[src/axi_consts.svh]
`ifndef AXI_CONSTS_SVH
`define AXI_CONSTS_SVH

// Channel field widths
`define AXI_ID_BITS 4
`define AXI_ADDR_BITS 32
`define AXI_DATA_BITS 32
`define AXI_STRB_BITS 4
`define AXI_LEN_BITS 4
`define AXI_SIZE_BITS 3

// Burst encoding used by this subsystem
`define AXI_BURST_INC 2'b01

// On-chip memory depth in words
`define MEM_WORDS 256

`endif

[src/axi_pkg.sv]
`include "axi_consts.svh"

package axi_pkg;

  typedef enum logic [1:0] {
    FIXED = 2'b00,
    INCR  = 2'b01,
    WRAP  = 2'b10
  } burst_t;

  typedef enum logic [1:0] {
    OKAY   = 2'b00,
    EXOKAY = 2'b01,
    SLVERR = 2'b10,
    DECERR = 2'b11
  } resp_t;

  // Beats minus one
  typedef logic [`AXI_LEN_BITS-1:0] axi_len_t;

  // Log2 of bytes per beat
  typedef logic [`AXI_SIZE_BITS-1:0] axi_size_t;

endpackage

[src/mem_op_pkg.sv]
package mem_op_pkg;

  // Store width, reads always return whole words
  typedef enum logic [1:0] {
    BYTE = 2'b00,
    HALF = 2'b01,
    WORD = 2'b10
  } mem_width_t;

  typedef enum logic {
    WR_DISABLE = 1'b0,
    WR_ENABLE  = 1'b1
  } wr_en_t;

  localparam int IDLE_BIT = 0;
  localparam int AR_BIT = 1;
  localparam int R_BIT = 2;
  localparam int AW_BIT = 3;
  localparam int W_BIT = 4;
  localparam int B_BIT = 5;

  typedef enum logic [5:0] {
    IDLE = 6'b1 << IDLE_BIT,
    AR   = 6'b1 << AR_BIT,
    R    = 6'b1 << R_BIT,
    AW   = 6'b1 << AW_BIT,
    W    = 6'b1 << W_BIT,
    B    = 6'b1 << B_BIT
  } master_state_t;

endpackage

[src/axi_if.sv]
`timescale 1ns/1ps
`include "axi_consts.svh"

interface axi_if;
  import axi_pkg::*;

  // Write address
  logic [`AXI_ID_BITS-1:0] awid;
  logic [`AXI_ADDR_BITS-1:0] awaddr;
  axi_len_t awlen;
  axi_size_t awsize;
  burst_t awburst;
  logic awvalid;
  logic awready;

  // Write data and response
  logic [`AXI_DATA_BITS-1:0] wdata;
  logic [`AXI_STRB_BITS-1:0] wstrb;
  logic wlast;
  logic wvalid;
  logic wready;
  logic [`AXI_ID_BITS-1:0] bid;
  resp_t bresp;
  logic bvalid;
  logic bready;

  // Read address and data
  logic [`AXI_ID_BITS-1:0] arid;
  logic [`AXI_ADDR_BITS-1:0] araddr;
  axi_len_t arlen;
  axi_size_t arsize;
  burst_t arburst;
  logic arvalid;
  logic arready;
  logic [`AXI_ID_BITS-1:0] rid;
  logic [`AXI_DATA_BITS-1:0] rdata;
  resp_t rresp;
  logic rlast;
  logic rvalid;
  logic rready;

  modport master(
    output awid, awaddr, awlen, awsize, awburst, awvalid, input awready,
    output wdata, wstrb, wlast, wvalid, input wready,
    input bid, bresp, bvalid, output bready,
    output arid, araddr, arlen, arsize, arburst, arvalid, input arready,
    input rid, rdata, rresp, rlast, rvalid, output rready
  );

  modport slave(
    input awid, awaddr, awlen, awsize, awburst, awvalid, output awready,
    input wdata, wstrb, wlast, wvalid, output wready,
    output bid, bresp, bvalid, input bready,
    input arid, araddr, arlen, arsize, arburst, arvalid, output arready,
    output rid, rdata, rresp, rlast, rvalid, input rready
  );

endinterface

[src/mem_req_if.sv]
`timescale 1ns/1ps

interface mem_req_if;
  import axi_pkg::*;
  import mem_op_pkg::*;

  logic req;
  logic write;
  mem_width_t width;
  logic [31:0] addr;
  logic [31:0] wdata;
  axi_len_t blk_len;

  // Returned to the cache
  logic [31:0] rdata;
  logic ack;

  modport requester(
    output req, write, width, addr, wdata, blk_len,
    input rdata, ack
  );

  modport memory(
    input req, write, width, addr, wdata, blk_len,
    output rdata, ack
  );

endinterface

[src/axi_master.sv]
`timescale 1ns/1ps
`include "axi_consts.svh"

module axi_master #(
  parameter logic [`AXI_ID_BITS-1:0] master_id = '0
) (
  input logic clk,
  input logic rstn,
  axi_if.master axi,
  mem_req_if.memory mem
);
  import axi_pkg::*;
  import mem_op_pkg::*;

  master_state_t state_q;
  master_state_t state_d;
  logic [`AXI_STRB_BITS-1:0] strb;
  logic read_req;
  logic write_req;
  logic ar_hs;
  logic r_hs;
  logic aw_hs;
  logic w_hs;

  assign read_req = mem.req & ~mem.write;
  assign write_req = mem.req & mem.write;

  assign ar_hs = axi.arvalid & axi.arready;
  assign r_hs = axi.rvalid & axi.rready;
  assign aw_hs = axi.awvalid & axi.awready;
  assign w_hs = axi.wvalid & axi.wready;

  // Whole words go back to the core
  assign mem.rdata = axi.rdata;

  // Byte lanes enabled by store width and address
  always_comb begin
    strb = {WR_DISABLE, WR_DISABLE, WR_DISABLE, WR_DISABLE};
    case (mem.width)
      WORD: strb = {WR_ENABLE, WR_ENABLE, WR_ENABLE, WR_ENABLE};
      HALF: begin
        if (mem.addr[1]) begin
          strb = {WR_ENABLE, WR_ENABLE, WR_DISABLE, WR_DISABLE};
        end else begin
          strb = {WR_DISABLE, WR_DISABLE, WR_ENABLE, WR_ENABLE};
        end
      end
      BYTE: strb[mem.addr[1:0]] = WR_ENABLE;
      default: ;
    endcase
  end

  always_ff @(posedge clk or negedge rstn) begin
    if (!rstn) begin
      state_q <= IDLE;
    end else begin
      state_q <= state_d;
    end
  end

  // Leaving R or B always passes through IDLE
  always_comb begin
    state_d = state_q;
    unique case (1'b1)
      state_q[IDLE_BIT]: state_d = write_req ? AW : (read_req ? AR : IDLE);
      state_q[AR_BIT]: state_d = ar_hs ? R : AR;
      state_q[R_BIT]: state_d = (r_hs && axi.rlast) ? IDLE : R;
      state_q[AW_BIT]: begin
        if (aw_hs) begin
          state_d = w_hs ? B : W;
        end
      end
      state_q[W_BIT]: state_d = w_hs ? B : W;
      state_q[B_BIT]: state_d = axi.bvalid ? IDLE : B;
      default: state_d = IDLE;
    endcase
  end

  always_comb begin
    axi.awid = master_id;
    axi.awaddr = mem.addr;
    axi.awlen = axi_len_t'(0);
    axi.awsize = axi_size_t'(2);
    axi.awburst = burst_t'(`AXI_BURST_INC);
    axi.awvalid = 1'b0;
    axi.wdata = mem.wdata;
    axi.wstrb = strb;
    axi.wlast = 1'b1;
    axi.wvalid = 1'b0;
    axi.bready = 1'b0;
    axi.arid = master_id;
    axi.araddr = mem.addr;
    axi.arlen = mem.blk_len;
    axi.arsize = axi_size_t'(2);
    axi.arburst = burst_t'(`AXI_BURST_INC);
    axi.arvalid = 1'b0;
    axi.rready = 1'b0;
    mem.ack = 1'b0;

    unique case (1'b1)
      state_q[AR_BIT]: axi.arvalid = 1'b1;
      state_q[R_BIT]: begin
        axi.rready = 1'b1;
        mem.ack = axi.rvalid;
      end
      state_q[AW_BIT]: begin
        axi.awvalid = 1'b1;
        // W goes out together with the address handshake
        axi.wvalid = aw_hs;
      end
      state_q[W_BIT]: begin
        axi.wvalid = 1'b1;
        axi.bready = 1'b1;
      end
      state_q[B_BIT]: begin
        axi.bready = 1'b1;
        mem.ack = axi.bvalid;
      end
      default: ;
    endcase
  end

endmodule

[src/flat_wrapper.sv]
// flat-port wrapper written by rule: the top's interface ports become plain ports
module axi_master_flat import axi_pkg::*; import mem_op_pkg::*;
#(
  parameter logic [`AXI_ID_BITS-1:0] master_id = '0
)
  (clk, rstn, axi_awid, axi_awaddr, axi_awlen, axi_awsize, axi_awburst, axi_awvalid, axi_awready, axi_wdata, axi_wstrb, axi_wlast, axi_wvalid, axi_wready, axi_bid, axi_bresp, axi_bvalid, axi_bready, axi_arid, axi_araddr, axi_arlen, axi_arsize, axi_arburst, axi_arvalid, axi_arready, axi_rid, axi_rdata, axi_rresp, axi_rlast, axi_rvalid, axi_rready, mem_req, mem_write, mem_width, mem_addr, mem_wdata, mem_blk_len, mem_rdata, mem_ack);
  axi_if axi_i ();
  mem_req_if mem_i ();
  input logic clk;
  input logic rstn;
  output wire logic [$bits(axi_i.awid)-1:0] axi_awid;
  output wire logic [$bits(axi_i.awaddr)-1:0] axi_awaddr;
  output wire logic [$bits(axi_i.awlen)-1:0] axi_awlen;
  output wire logic [$bits(axi_i.awsize)-1:0] axi_awsize;
  output wire logic [$bits(axi_i.awburst)-1:0] axi_awburst;
  output wire logic [$bits(axi_i.awvalid)-1:0] axi_awvalid;
  input wire logic [$bits(axi_i.awready)-1:0] axi_awready;
  output wire logic [$bits(axi_i.wdata)-1:0] axi_wdata;
  output wire logic [$bits(axi_i.wstrb)-1:0] axi_wstrb;
  output wire logic [$bits(axi_i.wlast)-1:0] axi_wlast;
  output wire logic [$bits(axi_i.wvalid)-1:0] axi_wvalid;
  input wire logic [$bits(axi_i.wready)-1:0] axi_wready;
  input wire logic [$bits(axi_i.bid)-1:0] axi_bid;
  input wire logic [$bits(axi_i.bresp)-1:0] axi_bresp;
  input wire logic [$bits(axi_i.bvalid)-1:0] axi_bvalid;
  output wire logic [$bits(axi_i.bready)-1:0] axi_bready;
  output wire logic [$bits(axi_i.arid)-1:0] axi_arid;
  output wire logic [$bits(axi_i.araddr)-1:0] axi_araddr;
  output wire logic [$bits(axi_i.arlen)-1:0] axi_arlen;
  output wire logic [$bits(axi_i.arsize)-1:0] axi_arsize;
  output wire logic [$bits(axi_i.arburst)-1:0] axi_arburst;
  output wire logic [$bits(axi_i.arvalid)-1:0] axi_arvalid;
  input wire logic [$bits(axi_i.arready)-1:0] axi_arready;
  input wire logic [$bits(axi_i.rid)-1:0] axi_rid;
  input wire logic [$bits(axi_i.rdata)-1:0] axi_rdata;
  input wire logic [$bits(axi_i.rresp)-1:0] axi_rresp;
  input wire logic [$bits(axi_i.rlast)-1:0] axi_rlast;
  input wire logic [$bits(axi_i.rvalid)-1:0] axi_rvalid;
  output wire logic [$bits(axi_i.rready)-1:0] axi_rready;
  input wire logic [$bits(mem_i.req)-1:0] mem_req;
  input wire logic [$bits(mem_i.write)-1:0] mem_write;
  input wire logic [$bits(mem_i.width)-1:0] mem_width;
  input wire logic [$bits(mem_i.addr)-1:0] mem_addr;
  input wire logic [$bits(mem_i.wdata)-1:0] mem_wdata;
  input wire logic [$bits(mem_i.blk_len)-1:0] mem_blk_len;
  output wire logic [$bits(mem_i.rdata)-1:0] mem_rdata;
  output wire logic [$bits(mem_i.ack)-1:0] mem_ack;
  assign axi_awid = axi_i.awid;
  assign axi_awaddr = axi_i.awaddr;
  assign axi_awlen = axi_i.awlen;
  assign axi_awsize = axi_i.awsize;
  assign axi_awburst = axi_i.awburst;
  assign axi_awvalid = axi_i.awvalid;
  assign axi_i.awready = axi_awready;
  assign axi_wdata = axi_i.wdata;
  assign axi_wstrb = axi_i.wstrb;
  assign axi_wlast = axi_i.wlast;
  assign axi_wvalid = axi_i.wvalid;
  assign axi_i.wready = axi_wready;
  assign axi_i.bid = axi_bid;
  assign axi_i.bresp = axi_bresp;
  assign axi_i.bvalid = axi_bvalid;
  assign axi_bready = axi_i.bready;
  assign axi_arid = axi_i.arid;
  assign axi_araddr = axi_i.araddr;
  assign axi_arlen = axi_i.arlen;
  assign axi_arsize = axi_i.arsize;
  assign axi_arburst = axi_i.arburst;
  assign axi_arvalid = axi_i.arvalid;
  assign axi_i.arready = axi_arready;
  assign axi_i.rid = axi_rid;
  assign axi_i.rdata = axi_rdata;
  assign axi_i.rresp = axi_rresp;
  assign axi_i.rlast = axi_rlast;
  assign axi_i.rvalid = axi_rvalid;
  assign axi_rready = axi_i.rready;
  assign mem_i.req = mem_req;
  assign mem_i.write = mem_write;
  assign mem_i.width = mem_width;
  assign mem_i.addr = mem_addr;
  assign mem_i.wdata = mem_wdata;
  assign mem_i.blk_len = mem_blk_len;
  assign mem_rdata = mem_i.rdata;
  assign mem_ack = mem_i.ack;
  axi_master #(.master_id(master_id)) u_core (.clk(clk), .rstn(rstn), .axi(axi_i), .mem(mem_i));
endmodule
[config.mk]
export PLATFORM = sky130hd
export DESIGN_NAME = axi_master_flat
export DESIGN_NICKNAME = d
export VERILOG_FILES = /design/src/axi_pkg.sv /design/src/mem_op_pkg.sv /design/src/axi_if.sv /design/src/mem_req_if.sv /design/src/axi_master.sv /design/src/flat_wrapper.sv
export VERILOG_INCLUDE_DIRS = /design/src /design/src/src
export SDC_FILE = /design/constraint.sdc
export NUM_CORES = 1
export LEC_CHECK = 0
export ABC_AREA = 1
export BUFFER_PORTS_ARGS = -buffer_cell sky130_fd_sc_hd__buf_4
export CAP_MARGIN = 5
export CORE_AREA = 2 2 112 114
export DETAILED_ROUTE_END_ITERATION = 6
export DIE_AREA = 0 0 114 116
export GPL_TIMING_DRIVEN = 0
export HOLD_SLACK_MARGIN = 0.03
export SLEW_MARGIN = 20
export SYNTH_ARGS = -nofsm -noshare
export SYNTH_HDL_FRONTEND = slang
export SYNTH_SLANG_ARGS = --single-unit
[constraint.sdc]
create_clock -name clk -period 0.8 [get_ports clk]
set_input_delay 0.24 -clock clk [delete_from_list [all_inputs] [get_ports clk]]
set_output_delay 0.24 -clock clk [all_outputs]
set_load 0.005 [all_outputs]
==> results_tabular.tex <==
\begin{tabular}{lr}
\hline
Metric & Value \\
\hline
\multicolumn{2}{l}{\textbf{Outcome}} \\
\quad Status & complete, but fails checks \\
\quad Failing checks & negative setup slack \\
\multicolumn{2}{l}{\textbf{Yosys}} \\
\quad Synth Cell Area & 1500 µm² \\
\quad Flops \& latches, synth & 6 \\
\quad Sequential-to-total area share from yosys stat & 10.1\% \\
\quad Most area-consuming cells after synthesis & sky130\_fd\_sc\_hd\_\_buf\_4 (77\%), sky130\_fd\_sc\_hd\_\_dfrtp\_1 (8.3\%), sky130\_fd\_sc\_hd\_\_nand2\_1 (3.5\%) \\
\quad Synth top area share & 77.4\% \\
\quad Count of flip-flops with a built-in enable after synthesis & 0 \\
\quad Number of standard cells after synthesis & 206 \\
\quad Ys async rst share & 100\% \\
\quad Yosys warns & 0 \\
\quad Mapped Avg Cell Area & 7.30 µm² \\
\quad Commonest cells in the synthesized netlist & sky130\_fd\_sc\_hd\_\_buf\_4 (155), sky130\_fd\_sc\_hd\_\_nand2\_1 (14), sky130\_fd\_sc\_hd\_\_inv\_1 (10) \\
\quad Count of distinct cell types in the synthesized netlist & 12 \\
\quad Library cell occupying the most area in the post-synthesis netlist & sky130\_fd\_sc\_hd\_\_buf\_4 \\
\quad Top flip-flop cell by instance count after synthesis & sky130\_fd\_sc\_hd\_\_dfrtp\_1 \\
\quad Cell with the most instances after synthesis & sky130\_fd\_sc\_hd\_\_buf\_4 \\
\multicolumn{2}{l}{\textbf{Timing}} \\
\quad Total setup violations reported at the end of the flow & 15 \\
\quad Final period demand of the worst path & 1.17 ns \\
\quad Largest clock skew in the final design & 0.00515 ns \\
\quad Period Utilization, post-route & 147\% \\
\quad RSZ-0062 raised after global routing & yes \\
\quad Upper clock frequency limit & 853 MHz \\
\quad Worst hold slack across all endpoints & 0.176 ns \\
\quad Final worst slack & -0.372 ns \\
\quad Final slew viol count & 0 \\
\quad Number of endpoints with negative hold slack in the final report & 0 \\
\multicolumn{2}{l}{\textbf{Critical path}} \\
\quad Endpoint class of the critical path & output port \\
\quad Startpoint of the lowest-slack register-to-register path & u\_core.state\_q[3] \\
\quad Setup crit start kind & flop \\
\quad Required time at the endpoint of the critical path & 0.56 ns \\
\quad Register-to-Register Path Depth & 5 \\
\quad Endpoint arrival time on the critical path & 0.93 ns \\
\quad Worst setup path category & reg2out \\
\quad Highest net fanout along the worst path & 2 \\
\quad Reg-to-reg slack, setup & -0.10 ns \\
\quad Worst R2R End & u\_core.state\_q[5] \\
\multicolumn{2}{l}{\textbf{Route}} \\
\quad Final WL & 4.71 mm \\
\quad Avg WL per Cell & 8.66 µm \\
\quad Total length of routed met3 wires & 724 µm \\
\quad Number of DRC markers after the initial detailed-route iteration & 41 \\
\quad Number of DRC violations after detailed routing & 0 \\
\quad Count of nets left with antenna violations after detail routing & 0 \\
\quad Met2 wire length & 2.72 mm \\
\quad Total via count in the routed design & 1,675 \\
\quad Number of detailed-route iterations in the first pass & 4 \\
\quad Top metal layer carrying routed signals & met4 \\
\quad Via/cell ratio & 3.08 \\
\quad Routed length on met1 & 1.24 mm \\
\multicolumn{2}{l}{\textbf{Job}} \\
\quad Max Cap Viol & 0 \\
\multicolumn{2}{l}{\textbf{Placement}} \\
\quad Dpl cell area & 2950 µm² \\
\quad Routability Congestion & 0.725 \\
\quad PortBufs & 155 \\
\quad Dpl hpwl & 4.21 mm \\
\multicolumn{2}{l}{\textbf{Power and ir drop}} \\
\quad Worst IR drop on VDD & 0.952 mV \\
\quad Leakage & 0.00189 µW \\
\quad PwrDens & 1090 nW/µm² \\
\multicolumn{2}{l}{\textbf{Clock network}} \\
\quad CTS clk-pin slew, worst paths & 0.04 ns \\
\quad CTS sink count & 6 \\
\quad Buffers from clock root to sink, at most & 2 \\
\quad Depth of the CTS H-tree & 1 \\
\quad TritonCTS clock tree & yes \\
\quad Clock root buffer & sky130\_fd\_sc\_hd\_\_clkbuf\_16 \\
\quad Num CTS Buffers & 3 \\
\quad Clk Latency, worst-skew pair & 0.23 ns \\
\multicolumn{2}{l}{\textbf{Floorplanning}} \\
\quad Standard-cell row count & 40 \\
\quad Die Y-Extent & 116 µm \\
\quad Die width & 114 µm \\
\quad Placeable core region & 11,900 µm² \\
\quad Effective utilization at floorplan & 12.6\% \\
\quad Num ports & 289 \\
\quad Total Die Area & 13,200 µm² \\
\multicolumn{2}{l}{\textbf{GRT}} \\
\quad Global-route congestion overflow total & 0 \\
\quad Global-route usage over all layers & 5.41\% \\
\quad Via count of the first global-routing pass & 1,387 \\
\quad First-pass GRT wire length & 5.91 mm \\
\quad Initial antenna violation count & 0 \\
\quad Maximum number of pins on one net before global-route repair & 7 \\
\multicolumn{2}{l}{\textbf{Layout}} \\
\quad Number of fill cells in the layout & 1,296 \\
\quad Layout-stage area growth over the synthesis result & 116\% \\
\quad Number of flip-flops under the largest register name & 6 \\
\quad Antenna diode count & 0 \\
\quad Post-route design area & 3240 µm² \\
\quad \# nets final & 521 \\
\quad Largest registers ranked by flip-flop count & u\_core.state\_q: 6 flops \\
\quad Fraction of final layout cells sized beyond drive strength 1 & 86.4\% \\
\quad Register with the most flip-flops & u\_core.state\_q \\
\multicolumn{2}{l}{\textbf{Worst hold path}} \\
\quad Hold path startpoint & axi\_wready \\
\quad Path type of the worst min-delay path & in2reg \\
\quad Hold-critical path endpoint & u\_core.state\_q[4] \\
\quad Worst Hold Path Cells & 2 \\
\hline
\end{tabular}
-- where the power goes --
group          internal [µW]  switching, µW  total, µW
combinational           1490            684       2170
sequential               422            105        527
clock                    661            170        831
total                   2570            960       3530
-- metrics by stage --
stage	power, µW	utilization [%]	setup WS, ns	setup TNS (ns)	cells
final	3530	27.2	-0.372	-3.17	543
after global placement	2210	24.8	-0.280	-1.91	529
after global routing	3750	27.2	-0.421	-3.69	543
after floorplan	1370	-	-0.0151	-0.0604	227
after CTS	3420	27.0	-0.361	-3.26	544
after detailed placement	2230	24.8	-0.271	-1.89	529
-- critical path: stages, from the launching register on --
cell	delay [ns]
sky130_fd_sc_hd__dfrtp_1	0.40
sky130_fd_sc_hd__nand2_2	0.11
sky130_fd_sc_hd__nand2_2	0.08
sky130_fd_sc_hd__buf_6	0.12
-- cells by family after synthesis --
| logic type | after synthesis | share of synthesized area, % |
|---|---|---|
| buffers and inverters | 165 | 79.9 |
| AND/OR/NAND/NOR | 24 | 6.49 |
| AO/OA/AOI/OAI | 9 | 3.08 |
| flip-flops | 6 | 10.1 |
| other | 2 | 0.499 |
-- final cells by class --
type                    count  area [µm²]  area share [%]
plain buffers             155        1180            36.3
clock buffers               4        78.8            2.43
inverters                  10        45.0            1.39
multi-input cells          56         275            8.48
flip-flops and latches      6         151            4.67
well taps                 147         184            5.67
repair buffers            165        1330            41.0
-- repair_timing --
action | CTS | global route
hold buffers | 1 | 0
setup endpoints to repair | 17 | 16
resized for setup | 32 | 12
setup buffers | 10 | 3
pin swaps | 9 | 5
endpoints found under the hold margin | 6 | 0
-- routing by layer --
layer,global-route usage (%),up-vias
li1,-,821
met1,4.74,697
met2,11.7,153
met3,1.62,4
met4,1.30,0
met5,0,-
-- cell usage in the layout (no fill, tap or decap), drive strengths merged --
| cell type | Yosys | layout |
|---|---|---|
| a21oi | 1 | 1 |
| buf | 155 | 319 |
| clkbuf | 0 | 4 |
| conb | 2 | 23 |
| dfrtp | 5 | 5 |
| dfstp | 1 | 1 |
| dlygate4sd3 | 0 | 1 |
| inv | 10 | 10 |
| nand2 | 14 | 14 |
| nand3 | 2 | 2 |
| nor2 | 7 | 7 |
| o21ai | 7 | 7 |
| o22ai | 1 | 1 |
| or2 | 1 | 1 |
-- worst max-delay path by stage --
stage,start,cells past startpoint,endpoint
6_report,u_core.state_q[3],3,axi_wvalid
4_1_cts,u_core.state_q[5],3,axi_bready
3_3_place_gp,mem_width[1],5,axi_wstrb[3]
2_1_floorplan,mem_width[1],3,axi_wstrb[0]
3_5_place_dp,mem_width[1],5,axi_wstrb[2]
5_1_grt,u_core.state_q[4],3,axi_bready
(Power assumes the default switching activity.)
